**config.mk**
```make
export PLATFORM = sky130hd
export DESIGN_NAME = ptw_walk_fsm
export DESIGN_NICKNAME = d
export VERILOG_FILES = /design/src/ptw_pkg.sv /design/src/ptw_walk_fsm.sv
export SDC_FILE = /design/constraint.sdc
export NUM_CORES = 1
export LEC_CHECK = 0
export BUFFER_PORTS_ARGS = -buffer_cell sky130_fd_sc_hd__buf_2
export CORE_AREA = 2 2 177 179
export CTS_BUF_LIST = sky130_fd_sc_hd__clkbuf_4
export CTS_CLUSTER_SIZE = 30
export DETAILED_ROUTE_END_ITERATION = 6
export DIE_AREA = 0 0 179 181
export PLACE_DENSITY = 0.48
export REMOVE_ABC_BUFFERS = 1
export SLEW_MARGIN = 20
export SYNTH_ARGS = -nofsm -noshare
export SYNTH_HDL_FRONTEND = slang
export SYNTH_SLANG_ARGS = --single-unit
```
**constraint.sdc**
```tcl
create_clock -name clk_i -period 8.6 [get_ports clk_i]
set_clock_uncertainty 0.2 [all_clocks]
set_input_delay 0.43 -clock clk_i [delete_from_list [all_inputs] [get_ports clk_i]]
set_output_delay 0.43 -clock clk_i [all_outputs]
set_load 0.01 [all_outputs]
```
**src/ptw_pkg.sv**
```systemverilog
// shared types for the Sv39 page-table walker
// address and page number widths, PTE layout, walk enums
// and the structs passed between walker stages
`default_nettype none

package ptw_pkg;

    // one level of the table is indexed by 9 bits of the vpn
    localparam int PTE_IDX_W = 9;

    typedef logic [38:0] vaddr_t;
    typedef logic [55:0] paddr_t;
    typedef logic [43:0] ppn_t;
    typedef logic [26:0] vpn_t;

    // Sv39 page-table entry, flags in the low byte
    typedef struct packed {
        logic [9:0] reserved;
        ppn_t       ppn;
        logic [1:0] rsw;
        logic       d;
        logic       a;
        logic       g;
        logic       u;
        logic       x;
        logic       w;
        logic       r;
        logic       v;
    } pte_t;

    // LVL1 holds 1G pages, LVL3 holds 4K pages
    typedef enum logic [1:0] {
        LVL1,
        LVL2,
        LVL3
    } ptw_lvl_e;

    typedef enum logic [1:0] {
        PTE_POINTER,
        PTE_LEAF,
        PTE_FAULT
    } pte_class_e;

    typedef enum logic [2:0] {
        IDLE,
        SEND_REQ,
        WAIT_RSP,
        CHECK,
        DRAIN
    } walk_state_e;

    typedef struct packed {
        vpn_t vpn;
        logic is_2m;
        logic is_1g;
        pte_t content;
    } tlb_update_t;

    // end-of-walk summary from the walker to the update stage
    typedef struct packed {
        logic     done_ok;
        logic     fault;
        logic     is_instr;
        ptw_lvl_e level;
        pte_t     pte;
        logic     global_bit;
        vpn_t     vpn;
    } walk_result_t;

endpackage

`default_nettype wire

```
**src/ptw_walk_fsm.sv**
```systemverilog
// walk sequencing for Sv39 translation
// miss arbitration, pointer forming, memory request
// and the walk result handed to the update stage
`timescale 1ns/1ps
`default_nettype none

module ptw_walk_fsm #(
    parameter int ASID_WIDTH = 16
) (
    input  logic                    clk_i,
    input  logic                    rst_ni,
    input  logic                    flush_i,
    input  logic                    itlb_miss_i,
    input  ptw_pkg::vaddr_t         itlb_vaddr_i,
    input  logic                    dtlb_miss_i,
    input  ptw_pkg::vaddr_t         dtlb_vaddr_i,
    input  logic                    lsu_is_store_i,
    input  ptw_pkg::ppn_t           satp_ppn_i,
    input  logic [ASID_WIDTH-1:0]   asid_i,
    input  logic                    mem_req_ready_i,
    input  logic                    mem_rsp_valid_i,
    input  logic [63:0]             mem_rsp_data_i,
    input  ptw_pkg::pte_class_e     class_i,
    output logic                    mem_req_valid_o,
    output ptw_pkg::paddr_t         mem_req_addr_o,
    output logic                    ptw_active_o,
    output ptw_pkg::pte_t           pte_o,
    output ptw_pkg::ptw_lvl_e       level_o,
    output logic                    is_instr_o,
    output logic                    is_store_o,
    output logic                    result_valid_o,
    output ptw_pkg::walk_result_t   result_o,
    output logic [ASID_WIDTH-1:0]   asid_o
);
    import ptw_pkg::*;

    walk_state_e           state_q, state_d;
    ptw_lvl_e              level_q, level_d;
    paddr_t                pptr_q, pptr_d;
    vaddr_t                vaddr_q;
    vaddr_t                sel_vaddr;
    pte_t                  pte_q;
    logic [ASID_WIDTH-1:0] asid_q;
    logic                  is_instr_q;
    logic                  is_store_q;
    logic                  global_q;
    logic                  result_q;
    logic                  accept;
    logic [PTE_IDX_W-1:0]  next_idx;
    ptw_lvl_e              next_lvl;

    // itlb wins when both miss together
    assign sel_vaddr = itlb_miss_i ? itlb_vaddr_i : dtlb_vaddr_i;
    // hold off while the previous result pulse is still out
    assign accept = (state_q == IDLE) && !result_q && !flush_i &&
                    (itlb_miss_i || dtlb_miss_i);

    always_comb begin
        if (level_q == LVL1) begin
            next_lvl = LVL2;
            next_idx = vaddr_q[29:21];
        end else begin
            next_lvl = LVL3;
            next_idx = vaddr_q[20:12];
        end
    end

    // ----------------------------------------
    // next state
    // ----------------------------------------
    always_comb begin
        state_d = state_q;
        level_d = level_q;
        pptr_d  = pptr_q;
        unique case (state_q)
            IDLE: begin
                if (accept) begin
                    state_d = SEND_REQ;
                    level_d = LVL1;
                    pptr_d  = {satp_ppn_i, sel_vaddr[38:30], 3'b000};
                end
            end
            SEND_REQ: begin
                if (flush_i) begin
                    // an accepted request still owes a response
                    state_d = mem_req_ready_i ? DRAIN : IDLE;
                end else if (mem_req_ready_i) begin
                    state_d = WAIT_RSP;
                end
            end
            WAIT_RSP: begin
                if (flush_i) begin
                    state_d = mem_rsp_valid_i ? IDLE : DRAIN;
                end else if (mem_rsp_valid_i) begin
                    state_d = CHECK;
                end
            end
            CHECK: begin
                if (flush_i || (class_i != PTE_POINTER)) begin
                    state_d = IDLE;
                end else begin
                    state_d = SEND_REQ;
                    level_d = next_lvl;
                    pptr_d  = {pte_q.ppn, next_idx, 3'b000};
                end
            end
            DRAIN: begin
                if (mem_rsp_valid_i) begin
                    state_d = IDLE;
                end
            end
            default: state_d = IDLE;
        endcase
    end

    always_ff @(posedge clk_i or negedge rst_ni) begin
        if (!rst_ni) begin
            state_q    <= IDLE;
            level_q    <= LVL1;
            is_instr_q <= 1'b0;
            is_store_q <= 1'b0;
            global_q   <= 1'b0;
            result_q   <= 1'b0;
        end else begin
            state_q  <= state_d;
            level_q  <= level_d;
            result_q <= result_valid_o;
            if (accept) begin
                is_instr_q <= itlb_miss_i;
                is_store_q <= !itlb_miss_i && lsu_is_store_i;
                global_q   <= 1'b0;
            end else if ((state_q == CHECK) && (class_i == PTE_POINTER)) begin
                global_q <= global_q | pte_q.g;
            end
        end
    end

    always_ff @(posedge clk_i) begin
        pptr_q <= pptr_d;
        if (accept) begin
            vaddr_q <= sel_vaddr;
            asid_q  <= asid_i;
        end
        if ((state_q == WAIT_RSP) && mem_rsp_valid_i) begin
            pte_q <= pte_t'(mem_rsp_data_i);
        end
    end

    // ----------------------------------------
    // outputs
    // ----------------------------------------
    assign mem_req_valid_o = (state_q == SEND_REQ);
    assign mem_req_addr_o  = pptr_q;
    assign ptw_active_o    = (state_q != IDLE) || result_q;

    assign pte_o      = pte_q;
    assign level_o    = level_q;
    assign is_instr_o = is_instr_q;
    assign is_store_o = is_store_q;
    assign asid_o     = asid_q;

    assign result_valid_o = (state_q == CHECK) && !flush_i && (class_i != PTE_POINTER);

    assign result_o.done_ok    = (class_i == PTE_LEAF);
    assign result_o.fault      = (class_i == PTE_FAULT);
    assign result_o.is_instr   = is_instr_q;
    assign result_o.level      = level_q;
    assign result_o.pte        = pte_q;
    assign result_o.global_bit = global_q | pte_q.g;
    assign result_o.vpn        = vaddr_q[38:12];

    a_req_addr_stable: assert property (@(posedge clk_i) disable iff (!rst_ni)
        mem_req_valid_o && !mem_req_ready_i && !flush_i
        |=> mem_req_valid_o && $stable(mem_req_addr_o));

endmodule

`default_nettype wire

```
Word-level counts from Yosys, hierarchy flattened
Cells that the tools add are included.
{"block": "op_classes", "n_eq_ne": 11, "n_mux": 21, "bitwise": 1, "n_reduce_logical": 23}
{"operator": "two-way mux 56 bit", "n": 2}
{"operator": "case mux 56 bit (2 select lines)", "n": 1}
{"operator": "two-way mux 39 bit", "n": 1}
{"operator": "two-way mux 3 bit", "n": 8}
{"operator": "case mux 3 bit (5 select lines)", "n": 1}
{"operator": "two-way mux 9 bit", "n": 1}
{"operator": "logical AND 1 bit", "n": 8}
{"operator": "equality test 3 x 2 -> 1 bit, second input constant", "n": 2}
{"operator": "two-way mux 2 bit", "n": 3}
{"operator": "!= test 2 bit, second input constant", "n": 3}
{"operator": "!= test 3 bit, second input constant", "n": 2}
{"operator": "nonzero test 2 bit", "n": 3}
{"operator": "zero test 2 bit", "n": 2}
{"operator": "case mux 2 bit (2 select lines)", "n": 1}
{"operator": "AND reduction 4 bit", "n": 1}
{"operator": "equality test 3 x 1 -> 1 bit, second input constant", "n": 1}
{"operator": "equality test 3 bit, second input constant", "n": 1}
{"operator": "zero test 1 bit", "n": 3}
{"operator": "zero test 3 bit", "n": 1}
{"operator": "logical OR 1 bit", "n": 3}
{"operator": "two-way mux 1 bit", "n": 3}
{"operator": "AND reduction 3 bit", "n": 1}
{"operator": "nonzero test 3 bit", "n": 1}
{"operator": "equality test 2 x 1 -> 1 bit, second input constant", "n": 1}
{"operator": "other kinds (2)", "n": 2}
{"block": "totals", "regBits": 184, "input_bits": 212, "output_inout_bits": 240, "wordCells": 76}

Longest topological paths before layout
{"block": "depth", "ltp_word": 6, "depth_mapped": 7, "ltp_nobuf": 4}

Least setup slack after synthesis
Ideal clock, no wire load.
{"block": "synth_timing", "kind": "reg2reg", "from": "register state_q[0]", "to": "register pte_q, in the netlist pte_o[0], enable pin", "setup_time_ps": 580, "arrival_ps": 5331, "t_required_ps": 7820, "setup_slack_ps": 2489, "stages_incl_launch_ff": 3, "n_path_buf": 0, "synth_period_minus_slack_ps": 6111, "path_cell_list": "dfrtp_1 > nand2b_1 > nor3b_1"}
{"block": "synth_via", "elab_chain_cells": 2}
{"element": "start, declared", "line_no": "ptw_walk_fsm.sv:37", "text": "walk_state_e state_q, state_d;"}
{"element": "start signal, assigned", "line_no": "ptw_walk_fsm.sv:125", "text": "state_q <= state_d;"}
{"element": "equality test 3 x 2 -> 1 bit", "line_no": "ptw_walk_fsm.sv:144", "text": "if ((state_q == WAIT_RSP) && mem_rsp_valid_i) begin"}
{"element": "logical AND 1 bit", "line_no": "ptw_walk_fsm.sv:144"}
{"element": "end signal, assigned", "line_no": "ptw_walk_fsm.sv:145", "text": "pte_q <= pte_t'(mem_rsp_data_i);"}
{"element": "end, declared", "line_no": "ptw_walk_fsm.sv:42", "text": "pte_t pte_q;"}
Every way passes these cells.
A chain may end at the register's enable or synchronous reset.

Final worst setup path
{"block": "layout_timing", "from": "register state_q[2]", "to": "output port result_valid_o"}
{"block": "layout_via", "elab_chain_cells": 3}
{"element": "equality test 3 x 2 -> 1 bit", "line_no": "ptw_walk_fsm.sv:162", "text": "assign result_valid_o = (state_q == CHECK) && !flush_i && (class_i != PTE_POINTER);"}
{"element": "logical AND 1 bit (2 in series)", "line_no": "ptw_walk_fsm.sv:162"}
{"element": "end, declared", "line_no": "ptw_walk_fsm.sv:31", "text": "output logic result_valid_o,"}
Every way passes these cells.

==> results.py <==
metrics = {
    "setup_path": {
        "crit_path_end_kind": "primary output",
        "slowest_delay_ps": 580,
        "arrival_ps": 2670,
        "critical-path-slowest-cell": "dfrtp_1",
        "worst_ep_required_time_ps": 7970,
        "path_max_fanout": 45,
        "start_kind": "flip-flop",
        "critPathKind": "flip-flop to primary output",
        "path_buf_inv": 1,
        "r2r_slack_ps": 5520,
        "cp_cell_sequence": "nor2b_2, nand2_2, nor3_1, buf_2",
        "crit_family": "simple AND/OR/NAND/NOR gates",
    },
    "yosys": {
        "synth_top_family_by_area": "simple AND/OR/NAND/NOR gates",
        "muxShareOfSynthArea_pct": 4.97,
        "postSynthAreaPerCell_um2": 14.1,
        "synthSimpleGateAreaFrac_pct": 11.1,
        "synth_xor_xnor_area_share_pct": 0,
        "synthArstFlopShare_pct": 5.33,
        "synthTopCellsByArea": "edfxtp_1, nand2_1, buf_4, mux2_2, dfrtp_1",
        "syn_inst": 491,
        "synth_seq_area_share_pct": 72.7,
        "synth-edff-count": 160,
        "synth_seq_cells": 169,
        "synth.distinct_cells": 36,
        "synth-compound-area-share_pct": 1.93,
        "yosysTopAreaCell": "edfxtp_1",
        "netlist.area_leader.share_pct": 69.4,
        "synth_ff_type": "edfxtp_1",
        "synthAdderAreaFrac_pct": 0,
        "yosys_warnings": 0,
        "syn_area_um2": 6920,
    },
    "detailed_routing": {
        "wl_per_cell_um": 15.9,
        "drt_pre_antenna_iters": 4,
        "drt-total-wl_um": 23100,
        "drtAntennaViolNets": 0,
        "drt-initial-drc-count": 216,
        "viasPerCell": 3.89,
        "drc_errors": 0,
        "num_vias": 5647,
    },
    "place": {
        "placed_cell_area_um2": 8950,
        "portBuffers": 424,
        "place_hpwl_um": 15800,
        "routabilityCongestion": 0.774,
        "place_ws_ps": 5080,
    },
    "sta": {
        "fin_ws_ps": 5300,
        "drv_slew": 0,
        "tns_ps": 0,
        "setup_viol": 0,
        "layout_min_cycle_time_ps": 3300,
        "final_hold_viol_count": 0,
        "tightestPinTransition_ps": 999,
        "max_freq_ghz": 0.303,
        "grt_setup_unrepaired": "false",
        "relSlewSlack_pct": 33.3,
        "finalCritPeriodShare_pct": 38.3,
    },
    "floorplanning": {
        "rows": 64,
        "die_h_um": 181,
        "io_pins": 452,
        "dieArea_um2": 32400,
        "die_x_um": 179,
        "initial_core_util_pct": 22.8,
        "core_um2": 30300,
    },
    "final_layout": {
        "final_common_cell": "buf_2",
        "utilization_pct": 36.7,
        "final_nets": 1253,
        "drive_gt1_share_pct": 47.3,
        "area_growth_pct": 60.9,
        "most-common-layout-cells": "buf_2, dlygate4sd3_1, edfxtp_1",
        "postLayoutCellArea_um2": 11100,
    },
    "cts": {
        "cts_tree": "built",
        "cts_resized": 0,
        "cts.htree.levels": 4,
        "clk_latency_ps": 590,
        "cts_sinks": 169,
        "post-cts-setup-buffers": 0,
        "cts_root_buf": "clkbuf_4",
        "cts_buffer_depth": 2,
        "path_clk_slew_ps": 160,
        "cts_hold_buf": 187,
        "cts_made_buffers": 17,
    },
    "pwr": {
        "power_frac_comb_pct": 22.2,
        "irDropWorstVdd_mv": 0.102,
        "power.internal_mw": 1.44,
        "pwr-share-seq_pct": 52.4,
        "p_leak_nw": 4.90,
        "report.power.total_mw": 2.05,
        "pwr_density_cell_nw_per_um2": 184,
        "switchingPower_mw": 0.609,
        "switching_share_pct": 29.7,
        "p_clk_share_pct": 25.4,
    },
    "global_routing": {
        "grt_max_degree": 66,
        "grt_overflow": 0,
        "grtUsageTotal_pct": 13.9,
        "antenna_found_initial": 1,
        "grt_pass1_vias": 5932,
        "grt_pass1_wl_um": 33400,
    },
    "job": {
        "drv_cap": 0,
    },
    "hold_path": {
        "hp-class": "input pin to flip-flop",
    },
    "status": {
        "status": "finished, final reports clean",
    },
}
worst reg2reg max path, stage by stage (launching register included):
cell and delay (ps):
dfrtp_1 510, or4_4 630, a21oi_4 810, buf_4 540
through the flow:
stage	instances	hold WS [ps]
after floorplan	407	-65.6
after global placement	1231	94.3
after detailed placement	1231	101
after CTS	1449	8.66
after global routing	1450	80.2
final	1450	84.2
layer usage:
layer / part of all wire [%] / wire length, µm / GRT usage (%) / vias to the layer above
li1: - / - / - / 2736
met1: 40 / 9180 / 15.8 / 2681
met2: 52 / 12000 / 24.8 / 204
met3: 5.7 / 1320 / 3.58 / 26
met4: 2.2 / 504 / 5.24 / 0
met5: 0 / 0 / 0 / -
cell type report:
type | instances | area [µm²]
Multi-Input combinational cell | 236 | 1260
Timing Repair Buffer | 615 | 4020
Sequential cell | 169 | 5030
Inverter | 2 | 7.51
Tap cell | 396 | 495
Antenna cell | 1 | 2.50
Fill cell | 3028 | 19200
Clock buffer | 18 | 135
Clock inverter | 13 | 171
power by group through the flow:
stage / combinational [mW] / sequential, mW / clock, mW
after CTS: 0.464 / 1.08 / 0.551
after global routing: 0.497 / 1.09 / 0.574
after floorplan: 0.120 / 1.15 / 0
after global placement: 0.389 / 1.09 / 0
after detailed placement: 0.391 / 1.09 / 0
final: 0.456 / 1.07 / 0.521
synth_stat cells (2+ instances only):
master and number:
a31oi_1 11, buf_2 6, buf_4 72, buf_6 3, clkbuf_1 4, dfrtp_1 9, edfxtp_1 160, inv_1 2
mux2_2 27, mux2_4 2, nand2_1 153, nor2_1 14, nor2b_1 3, nor3b_1 2, o21bai_1 2
worst paths after layout:
kind                             from                 end  cells after the start
max in group asynchronous      rst_ni          state_q[1]                      3
min in group asynchronous      rst_ni          level_o[1]                      3
setup / recovery           state_q[2]      result_valid_o                      4
hold / removal             class_i[1]            result_q                      3
hold reg to reg              global_q            global_q                      2
setup reg to reg           state_q[1]  mem_req_addr_o[24]                      3
logic make-up (layout without fill, tap and decap cells):
group,count (synthesis),in the layout
muxes,30,30
other,1,4
AOI/OAI and AO/OA,19,19
buffers and inverters,88,648
DFF,169,169
and+or+nand+nor,184,184
sequential cells by signal, indices dropped and copies added, names as in the netlist:
register and count:
pte_o 64, result_q 1, state_q 3, vaddr_q 27, mem_req_addr_o 53, level_o 2
global_q 1, is_instr_o 1, is_store_o 1, asid_o 16
Power figures use the tool's default switching activity.
